File: config.mk
export PLATFORM = sky130hd
export DESIGN_NAME = fix_parser_top
export DESIGN_NICKNAME = d
export VERILOG_FILES = /design/src/source/fix_proto_pkg.sv /design/src/source/fix_stream_pkg.sv /design/src/source/field_fifo.sv /design/src/source/fix_field_extractor.sv /design/src/source/fix_message_framer.sv /design/src/source/fix_parser_top.sv /design/src/source/fix_tokenizer.sv
export SDC_FILE = /design/constraint.sdc
export NUM_CORES = 1
export LEC_CHECK = 0
export CAP_MARGIN = 20
export CORE_ASPECT_RATIO = 0.75
export CORE_MARGIN = 3
export CORE_UTILIZATION = 30
export DETAILED_ROUTE_END_ITERATION = 7
export DONT_BUFFER_PORTS = 1
export PLACE_DENSITY = 0.48
export SYNTH_ARGS = -nofsm -noshare
export SYNTH_HDL_FRONTEND = slang
export SYNTH_SLANG_ARGS = --single-unit
File: constraint.sdc
create_clock -name clk -period 15.7 [get_ports clk]
set_clock_uncertainty 0.15 [all_clocks]
set_input_delay 3.14 -clock clk [delete_from_list [all_inputs] [get_ports clk]]
set_output_delay 3.14 -clock clk [all_outputs]
set_load 0.005 [all_outputs]
File: src/source/fix_proto_pkg.sv
`default_nettype none

package fix_proto_pkg;

	// field separator and tag/value separator
	localparam logic [7:0] soh_byte = 8'h01;
	localparam logic [7:0] eq_byte = 8'h3d;

	// storage sizes in bytes
	localparam int tag_bytes = 4;
	localparam int value_bytes = 32;

	localparam int tag_w = tag_bytes * 8;
	localparam int value_w = value_bytes * 8;

	// enough bits to hold a length of value_bytes
	localparam int len_w = 6;

	// ascii "8", right aligned
	localparam logic [tag_w-1:0] begin_tag = 32'h0000_0038;

	// ascii "10", right aligned
	localparam logic [tag_w-1:0] checksum_tag = 32'h0000_3130;

endpackage

`default_nettype wire

File: src/source/fix_stream_pkg.sv
`default_nettype none

package fix_stream_pkg;

	typedef enum logic [1:0] {
		tok_tag,
		tok_eq,
		tok_value,
		tok_soh
	} token_kind_e;

	typedef struct packed {
		token_kind_e kind;
		logic [7:0] data;
	} token_t;

	// one finished tag=value field
	typedef struct packed {
		logic [fix_proto_pkg::tag_w-1:0] tag;
		logic [fix_proto_pkg::value_w-1:0] value;
		logic [fix_proto_pkg::len_w-1:0] value_len;
		logic is_begin;
		logic is_checksum;
	} field_t;

	typedef enum logic [1:0] {
		idle,
		in_tag,
		in_value,
		write
	} extract_state_e;

	localparam int fifo_depth = 4;
	localparam int field_idx_w = 8;

endpackage

`default_nettype wire

File: src/source/field_fifo.sv
`timescale 1ns/10ps
`default_nettype none

module field_fifo (
	input wire clk,
	input wire rst,
	input wire push_i,
	input wire fix_stream_pkg::field_t data_i,
	input wire pop_i,
	output fix_stream_pkg::field_t head_o,
	output logic empty_o,
	output logic overflow_o
);

	import fix_stream_pkg::*;

	field_t mem [fifo_depth];
	logic [$clog2(fifo_depth)-1:0] wr_ptr;
	logic [$clog2(fifo_depth)-1:0] rd_ptr;
	logic [$clog2(fifo_depth):0] count;
	logic full;
	logic do_push;
	logic do_pop;

	assign full = (count == $bits(count)'(fifo_depth));
	assign empty_o = (count == '0);
	// a push into a full buffer is lost
	assign do_push = push_i && !full;
	assign do_pop = pop_i && !empty_o;
	assign head_o = mem[rd_ptr];

	always_ff @(posedge clk) begin
		if (rst) begin
			wr_ptr <= '0;
			rd_ptr <= '0;
			count <= '0;
			overflow_o <= 1'b0;
		end else begin
			if (do_push) begin
				wr_ptr <= wr_ptr + 1'b1;
			end
			if (do_pop) begin
				rd_ptr <= rd_ptr + 1'b1;
			end
			case ({do_push, do_pop})
				2'b10: count <= count + 1'b1;
				2'b01: count <= count - 1'b1;
				default: ;
			endcase
			// sticky until reset
			if (push_i && full) begin
				overflow_o <= 1'b1;
			end
		end
	end

	always_ff @(posedge clk) begin
		if (do_push) begin
			mem[wr_ptr] <= data_i;
		end
	end

	a_no_pop_empty: assert property (@(posedge clk) disable iff (rst) pop_i |-> !empty_o);

	a_count_bound: assert property (@(posedge clk) disable iff (rst) count <= fifo_depth);

endmodule

`default_nettype wire

File: src/source/fix_field_extractor.sv
`timescale 1ns/10ps
`default_nettype none

module fix_field_extractor (
	input wire clk,
	input wire rst,
	input wire fix_stream_pkg::token_t token_i,
	input wire token_valid_i,
	output fix_stream_pkg::field_t field_o,
	output logic push_o
);

	import fix_proto_pkg::*;
	import fix_stream_pkg::*;

	extract_state_e state;
	extract_state_e next_state;
	field_t field_q;

	always_comb begin
		// write lasts a single cycle
		next_state = (state == write) ? idle : state;
		if (token_valid_i) begin
			unique case (state)
				idle, write: begin
					if (token_i.kind == tok_tag) begin
						next_state = in_tag;
					end else if (token_i.kind == tok_eq) begin
						next_state = in_value;
					end
				end
				in_tag: begin
					if (token_i.kind == tok_eq) begin
						next_state = in_value;
					end else if (token_i.kind == tok_soh) begin
						// no "=" seen, drop the partial field
						next_state = idle;
					end
				end
				in_value: begin
					if (token_i.kind == tok_soh) begin
						next_state = write;
					end
				end
				default: next_state = idle;
			endcase
		end
	end

	always_ff @(posedge clk) begin
		if (rst) begin
			state <= idle;
		end else begin
			state <= next_state;
		end
	end

	// tag and value shift in from the low byte
	always_ff @(posedge clk) begin
		if (token_valid_i) begin
			case (token_i.kind)
				tok_tag: begin
					if (state == in_tag) begin
						field_q.tag <= {field_q.tag[tag_w-9:0], token_i.data};
					end else begin
						field_q.tag <= {{(tag_w-8){1'b0}}, token_i.data};
					end
				end
				tok_eq: begin
					if (state != in_tag) begin
						field_q.tag <= '0;
					end
					field_q.value <= '0;
					field_q.value_len <= '0;
				end
				tok_value: begin
					if (state == in_value) begin
						field_q.value <= {field_q.value[value_w-9:0], token_i.data};
						// saturate, older bytes fall off the top
						if (field_q.value_len != len_w'(value_bytes)) begin
							field_q.value_len <= field_q.value_len + 1'b1;
						end
					end
				end
				tok_soh: begin
					field_q.is_begin <= (field_q.tag == begin_tag);
					field_q.is_checksum <= (field_q.tag == checksum_tag);
				end
				default: ;
			endcase
		end
	end

	assign field_o = field_q;
	assign push_o = (state == write);

	a_push_single: assert property (@(posedge clk) disable iff (rst)
		push_o |=> !push_o);

endmodule

`default_nettype wire

File: src/source/fix_message_framer.sv
`timescale 1ns/10ps
`default_nettype none

module fix_message_framer (
	input wire clk,
	input wire rst,
	input wire fix_stream_pkg::field_t head_i,
	input wire empty_i,
	input wire hold_i,
	output logic pop_o,
	output fix_stream_pkg::field_t field_o,
	output logic field_valid_o,
	output logic [fix_stream_pkg::field_idx_w-1:0] field_index_o,
	output logic msg_start_o,
	output logic msg_end_o
);

	import fix_stream_pkg::*;

	logic in_msg;
	// index of the next field inside the message
	logic [field_idx_w-1:0] field_cnt;

	assign pop_o = !empty_i && !hold_i;

	always_ff @(posedge clk) begin
		if (rst) begin
			in_msg <= 1'b0;
			field_cnt <= '0;
			field_valid_o <= 1'b0;
			msg_start_o <= 1'b0;
			msg_end_o <= 1'b0;
		end else begin
			field_valid_o <= 1'b0;
			msg_start_o <= 1'b0;
			msg_end_o <= 1'b0;
			if (pop_o) begin
				if (head_i.is_begin) begin
					// tag 8 always opens a new message
					in_msg <= 1'b1;
					field_cnt <= field_idx_w'(1);
					field_valid_o <= 1'b1;
					msg_start_o <= 1'b1;
				end else if (in_msg) begin
					field_cnt <= field_cnt + 1'b1;
					field_valid_o <= 1'b1;
					if (head_i.is_checksum) begin
						msg_end_o <= 1'b1;
						in_msg <= 1'b0;
					end
				end
				// fields outside a message are just dropped
			end
		end
	end

	always_ff @(posedge clk) begin
		if (pop_o) begin
			field_o <= head_i;
			field_index_o <= head_i.is_begin ? '0 : field_cnt;
		end
	end

endmodule

`default_nettype wire

File: src/source/fix_parser_top.sv
`timescale 1ns/10ps
`default_nettype none

module fix_parser_top (
	input wire clk,
	input wire rst,
	input wire [7:0] byte_i,
	input wire byte_valid_i,
	input wire hold_i,
	output fix_stream_pkg::field_t field_o,
	output logic field_valid_o,
	output logic [fix_stream_pkg::field_idx_w-1:0] field_index_o,
	output logic msg_start_o,
	output logic msg_end_o,
	output logic overflow_o
);

	import fix_stream_pkg::*;

	token_t token;
	logic token_valid;
	field_t ext_field;
	logic push;
	field_t head;
	logic empty;
	logic pop;

	fix_tokenizer fix_tokenizer_i (
		.clk(clk),
		.rst(rst),
		.byte_i(byte_i),
		.byte_valid_i(byte_valid_i),
		.token_o(token),
		.token_valid_o(token_valid)
	);

	fix_field_extractor fix_field_extractor_i (
		.clk(clk),
		.rst(rst),
		.token_i(token),
		.token_valid_i(token_valid),
		.field_o(ext_field),
		.push_o(push)
	);

	field_fifo field_fifo_i (
		.clk(clk),
		.rst(rst),
		.push_i(push),
		.data_i(ext_field),
		.pop_i(pop),
		.head_o(head),
		.empty_o(empty),
		.overflow_o(overflow_o)
	);

	fix_message_framer fix_message_framer_i (
		.clk(clk),
		.rst(rst),
		.head_i(head),
		.empty_i(empty),
		.hold_i(hold_i),
		.pop_o(pop),
		.field_o(field_o),
		.field_valid_o(field_valid_o),
		.field_index_o(field_index_o),
		.msg_start_o(msg_start_o),
		.msg_end_o(msg_end_o)
	);

endmodule

`default_nettype wire

File: src/source/fix_tokenizer.sv
`timescale 1ns/10ps
`default_nettype none

module fix_tokenizer (
	input wire clk,
	input wire rst,
	input wire [7:0] byte_i,
	input wire byte_valid_i,
	output fix_stream_pkg::token_t token_o,
	output logic token_valid_o
);

	import fix_proto_pkg::*;
	import fix_stream_pkg::*;

	// set once the first "=" of a field has been seen
	logic after_eq;
	token_kind_e byte_kind;

	always_comb begin
		if (byte_i == soh_byte) begin
			byte_kind = tok_soh;
		end else if (after_eq) begin
			// later "=" bytes belong to the value
			byte_kind = tok_value;
		end else if (byte_i == eq_byte) begin
			byte_kind = tok_eq;
		end else begin
			byte_kind = tok_tag;
		end
	end

	always_ff @(posedge clk) begin
		if (rst) begin
			after_eq <= 1'b0;
			token_valid_o <= 1'b0;
		end else begin
			token_valid_o <= byte_valid_i;
			if (byte_valid_i) begin
				if (byte_kind == tok_soh) begin
					after_eq <= 1'b0;
				end else if (byte_kind == tok_eq) begin
					after_eq <= 1'b1;
				end
			end
		end
	end

	// token payload, only meaningful with token_valid_o
	always_ff @(posedge clk) begin
		if (byte_valid_i) begin
			token_o.kind <= byte_kind;
			token_o.data <= byte_i;
		end
	end

	a_valid_follows: assert property (@(posedge clk) disable iff (rst)
		byte_valid_i |=> token_valid_o);

endmodule

`default_nettype wire

Word level (Yosys, flattened, before mapping)

Memory sizes are Yosys's and may differ from the RTL's. A register that Yosys moved wholly into a read port is not among the register bits.
Cells that the tools add are included.

Bits in registers: 634
Bits in writable memories: 1184
Input port bits: 12
Output and inout port bits: 308
Memories: 1

Add/subtract/negate cells: 6
Equality and inequality tests: 20
Mux-type cells: 33
Bitwise gates (word level): 2
Reduce and logical (&&, ||, !) cells: 24

Memories:

| name             | words | bits a word | rd ports | clocked after memory_dff | write ports | RTL line         | RTL |
|---|---|---|---|---|---|---|---|
| field_fifo_i.mem | 4     | 296         | 1        | 1                        | 1           | field_fifo.sv:17 | `field_t mem [fifo_depth];` |

Operators with widths:

| kind                                                   | count |
|---|---|
| one-hot mux 262 bit (2 select lines)                   | 1 |
| two-way mux 262 bit                                    | 1 |
| two-way mux 32 bit                                     | 2 |
| one-hot mux 32 bit (2 select lines)                    | 1 |
| == test 32 x 14 -> 1 bit (second input constant)       | 1 |
| == test 32 x 6 -> 1 bit (second input constant)        | 1 |
| two-way mux 2 bit                                      | 11 |
| two-way mux 8 bit                                      | 2 |
| == test 2 bit (second input constant)                  | 6 |
| two-way mux 1 bit                                      | 12 |
| nonzero test 2 bit                                     | 5 |
| adder 8 x 1 -> 8 bit (second input constant)           | 1 |
| == test 2 x 1 -> 1 bit (second input constant)         | 4 |
| == test 8 x 1 -> 1 bit (second input constant)         | 1 |
| == test 8 x 6 -> 1 bit (second input constant)         | 1 |
| adder 6 x 1 -> 6 bit (second input constant)           | 1 |
| two-way mux 6 bit                                      | 1 |
| inequality test 2 x 1 -> 1 bit (second input constant) | 3 |
| inequality test 6 bit (second input constant)          | 1 |
| one-hot mux 2 bit (3 select lines)                     | 1 |
| one-hot mux 3 bit (2 select lines)                     | 1 |
| AND reduction 2 bit                                    | 3 |
| AND reduction 3 bit                                    | 2 |
| adder 2 x 1 -> 2 bit (second input constant)           | 2 |
| 12 further kinds                                       | 20 |

Logic depth before layout (Yosys ltp)

Depth in word-level cells: 7
Depth in mapped cells: 9

Hierarchy

Synthesis repeated with hierarchy kept, for this count alone.

Cell total of the unflattened synthesis: 2679
Area, all modules: 64648.3 µm²

By module, submodules not included:

| module              | times used | cells each | area each (µm²) | seq. area each (µm²) |
|---|---|---|---|---|
| field_fifo          | 1          | 1602       | 43216.4         | 35754.3 |
| fix_field_extractor | 1          | 684        | 11323.4         | 8928.6 |
| fix_message_framer  | 1          | 370        | 9685.5          | 9369.0 |
| fix_tokenizer       | 1          | 23         | 422.9           | 340.3 |

Least setup slack after synthesis

Ideal clock, no wire load.

Path kind: reg-to-reg
Start: register fix_tokenizer_i.token_o[8] (netlist bit)
End: register fix_field_extractor_i.field_q, in the netlist fix_field_extractor_i.field_o[100] (enable)
Setup time: 908 ps
Arrival: 12362 ps
Slack: 2281 ps
Stages on the path, launching flop included: 6
Path buffers: 1
Clock period less this slack: 13419 ps
Cell sequence: edfxtp_1 inv_1 ha_1 clkbuf_1 mux2i_1 nor2b_1

Longest elaborated chain between the ends: 3
Elaborated cells between the ends (all ways): 5

Ends and longest elaborated chain:

| item                                                                                  | RTL line                  | RTL |
|---|---|---|
| start: declaration                                                                    | fix_tokenizer.sv:9        | `output fix_stream_pkg::token_t token_o,` |
| == test 2 bit or == test 2 x 1 -> 1 bit (tied branches)                               | fix_field_extractor.sv:61 | `case (token_i.kind)` |
| inequality test 2 x 1 -> 1 bit (no source line) or nonzero test 2 bit (tied branches) | -                         |  |
| AND reduction 3 bit (no source line) (*)                                              | -                         |  |
| end: declaration                                                                      | fix_field_extractor.sv:18 | `field_t field_q;` |

Every way passes the cells marked *; elsewhere a longest branch is shown, timed or not.
A chain may end at the register's enable or synchronous reset.

Worst setup path in the final report

Start: input port hold_i
End: register fix_message_framer_i.field_o[193] (netlist name)

Longest elaborated chain between the ends: 2

Ends and longest elaborated chain:

| item               | RTL line                 | RTL |
|---|---|---|
| start: declaration | fix_parser_top.sv:9      | `input wire hold_i,` |
| zero test 1 bit    | fix_message_framer.sv:24 | `assign pop_o = !empty_i && !hold_i;` |
| logical AND 1 bit  | fix_message_framer.sv:24 |  |

Every way passes these cells.

==> flow_summary.ini <==
[global_route]
grt_pass1_wl_um = 198000
grt_usage = 0.121
antenna_found_initial = 4
grt_start_max_net_pins = 119
grt_overflow_total = 0
first_global_vias = 26900

[clock_tree]
path_clk_slew_ns = 0.06
cts_setup_buffers = 0
clk_path_buf_depth = 4
insertion_delay_ns = 0.82
cts-root-buf = clkbuf_16
numCtsBuffers = 189
clock-sinks = 1820
tritoncts = yes
htree_levels = 4
postCtsHoldBufs = 0
cts_resized = 0

[floorplanning]
fp.dieArea_um2 = 220000
die_h_um = 407
die_w_um = 541
fp-row-count = 146
start_util = 0.304
pin_count = 320
core_area_um2 = 212000

[sta]
finalSetupViolCount = 0
setup_ws_ns = 9.05
fin_crit_sh = 0.423
worst-slew-pin-transition_ns = 1.13
period_needed_ns = 6.65
timing.hold.ws_ns = 0.331
slew_headroom = 0.249
fmax_mhz = 150
tns_ns = 0
rsz0062_at_grt = no
slew_viol_final = 0
timing.final.hold_violations = 0

[critical_path]
crit_type = in2reg
start_kind = input port
cp_max_fo = 90
endpoint_kind = register
worstPathArrival_ns = 6.93
crit_required_ns = 15.98

[yosys]
synth_top_area_frac = 0.836
synth_common_cells = 1,794 x edfxtp_1, 296 x mux4_2, 290 x and2_1, 65 x clkbuf_1, 26 x dfxtp_1
ys_ff_latch = 1820
synth_top_flop_cell = edfxtp_1
syn-num-nets = 2715
ys_async_sr_fraction = 0
syn_area_per_cell_um2 = 24.0
synth_warnings = 0
synth_edf_count = 1794
syn-cell-area_um2 = 64400
synth_cell_types = 41
ys_seq_area_frac = 0.844
yosysTopAreaCell = edfxtp_1
yosysMostFrequentCell = edfxtp_1
ys_top_cells_by_area = edfxtp_1 84%, mux4_2 10%, and2_1 2.8%, dfxtp_1 0.81%, clkbuf_1 0.38%
syn-instance-count = 2686

[power]
pwr-share-clk = 0.448
p_seq_frac = 0.543
peakVddDrop_mv = 0.0874
power.internal_mw = 7.93
switching_share = 0.196
power.leakage_nw = 22.4
comb_power_share = 0.009
switchingPower_mw = 1.93
powerDensity_nw_per_um2 = 133

[placement]
io_buffers = 0
dp_cells = 5433
gp_congestion = 0.704
dp_hpwl_um = 73100
pre_cts_ws_ns = 8.10

[drt]
dr.pass1.iters = 5
final_antenna_net_count = 0
vias_per_cell = 4.45
drtIter0Drc = 1832
drc = 0
routedWlPerCell_um = 23.2
routed_wl_um = 134000
vias = 25600

[outcome]
status = finished, final reports clean

[cells_and_area]
post-route-util = 0.349
nets = 2841
stdcell_count = 5764
final_layout_size_suffix_gt1_frac = 0.208
syn_to_final_growth_pct = 14.8

[hold_path]
hold_path.class = reg2reg

[run]
cap_violations = 0
worst paths after layout:
kind                                          start                                end  slack [ns]  cells past startpoint
hold reg to reg   fix_message_framer_i.field_cnt[7]  fix_message_framer_i.field_cnt[7]        0.33                      2
setup / recovery                             hold_i  fix_message_framer_i.field_o[193]        9.05                      5
hold / removal    fix_message_framer_i.field_cnt[7]  fix_message_framer_i.field_cnt[7]        0.33                      2
setup reg to reg              field_fifo_i.count[0]  fix_message_framer_i.field_o[193]       10.86                      6
cell type report:
type	instances	area, µm²
timing repair buffer	40	375
clock inverter	115	1150
inverter	16	67.6
antenna	1	2.50
clock buffer	215	4890
sequential	1820	54400
multi-input combinational	745	9580
tap	2812	3520
fill	19600	138000
cells by family after synthesis:
kind of cell	count (synthesis)	synth area share
muxes	298	0.104
adders and majority gates	17	0.00342
AOI/OAI and AO/OA	37	0.00346
buffers and inverters	121	0.00752
DFF	1820	0.844
xor gates and xnor gates	9	0.00122
and+or+nand+nor	384	0.0363
critical path, stage by stage:
cell and delay, ns:
or2_0 0.53, inv_8 0.65, buf_4 0.79, buf_4 0.74, buf_4 0.77
cells in the final DEF (no fill, tap or decap), types with 3 or more instances in the layout:
master	count
clkbuf_16	192
edfxtp_1	1794
dfxtp_1	24
nor3_1	6
buf_12	6
nand2_1	11
clkbuf_1	23
bufinv_16	21
inv_8	3
nor4_1	10
inv_1	15
xnor2_1	6
clkinv_1	41
nor2_1	18
nor2b_1	20
xor2_1	3
buf_4	34
mux4_2	296
ha_1	15
clkinv_2	37
and2_1	286
nand2b_1	4
nand3_1	5
or3_1	4
clkinvlp_4	6
and2_4	4
o21ai_0	9
a21oi_1	16
routing by layer:
layer / vias up / track usage / share of wire
met3: 191 / 0.0333 / 0.054
met5: - / 0 / 0
met2: 485 / 0.191 / 0.48
met1: 13700 / 0.165 / 0.45
met4: 0 / 0.0277 / 0.021
li1: 11200 / - / -
through the flow:
stage	total power, mW	area [µm²]
3_5_place_dp	5.55	67900
2_1_floorplan	5.52	64400
3_3_place_gp	5.55	67900
5_1_grt	10.2	74000
6_report	9.86	74000
4_1_cts	10.0	74000
registers in the layout, summed over array words and instances, names as in the netlist, named ones only:
register	cells
field_fifo_i.mem	1184
fix_field_extractor_i.field_o	296
fix_message_framer_i.field_o	296
fix_tokenizer_i.token_o	10
fix_message_framer_i.field_cnt	8
fix_message_framer_i.field_index_o	8
field_fifo_i.count	3
field_fifo_i.rd_ptr	2
field_fifo_i.wr_ptr	2
fix_field_extractor_i.state	2
field_fifo_i.overflow_o	1
fix_message_framer_i.field_valid_o	1
fix_message_framer_i.in_msg	1
fix_message_framer_i.msg_end_o	1
fix_message_framer_i.msg_start_o	1
fix_tokenizer_i.after_eq	1
fix_tokenizer_i.token_valid_o	1
power groups by stage:
stage / logic [mW] / registers [mW] / clock network, mW
finish: 0.0879 / 5.36 / 4.42
detailed placement: 0.0930 / 5.46 / 0
global route: 0.0981 / 5.36 / 4.79
global placement: 0.0933 / 5.46 / 0
CTS: 0.0932 / 5.36 / 4.58
floorplan: 0.0627 / 5.45 / 0
Power figures use the tool's default switching activity.
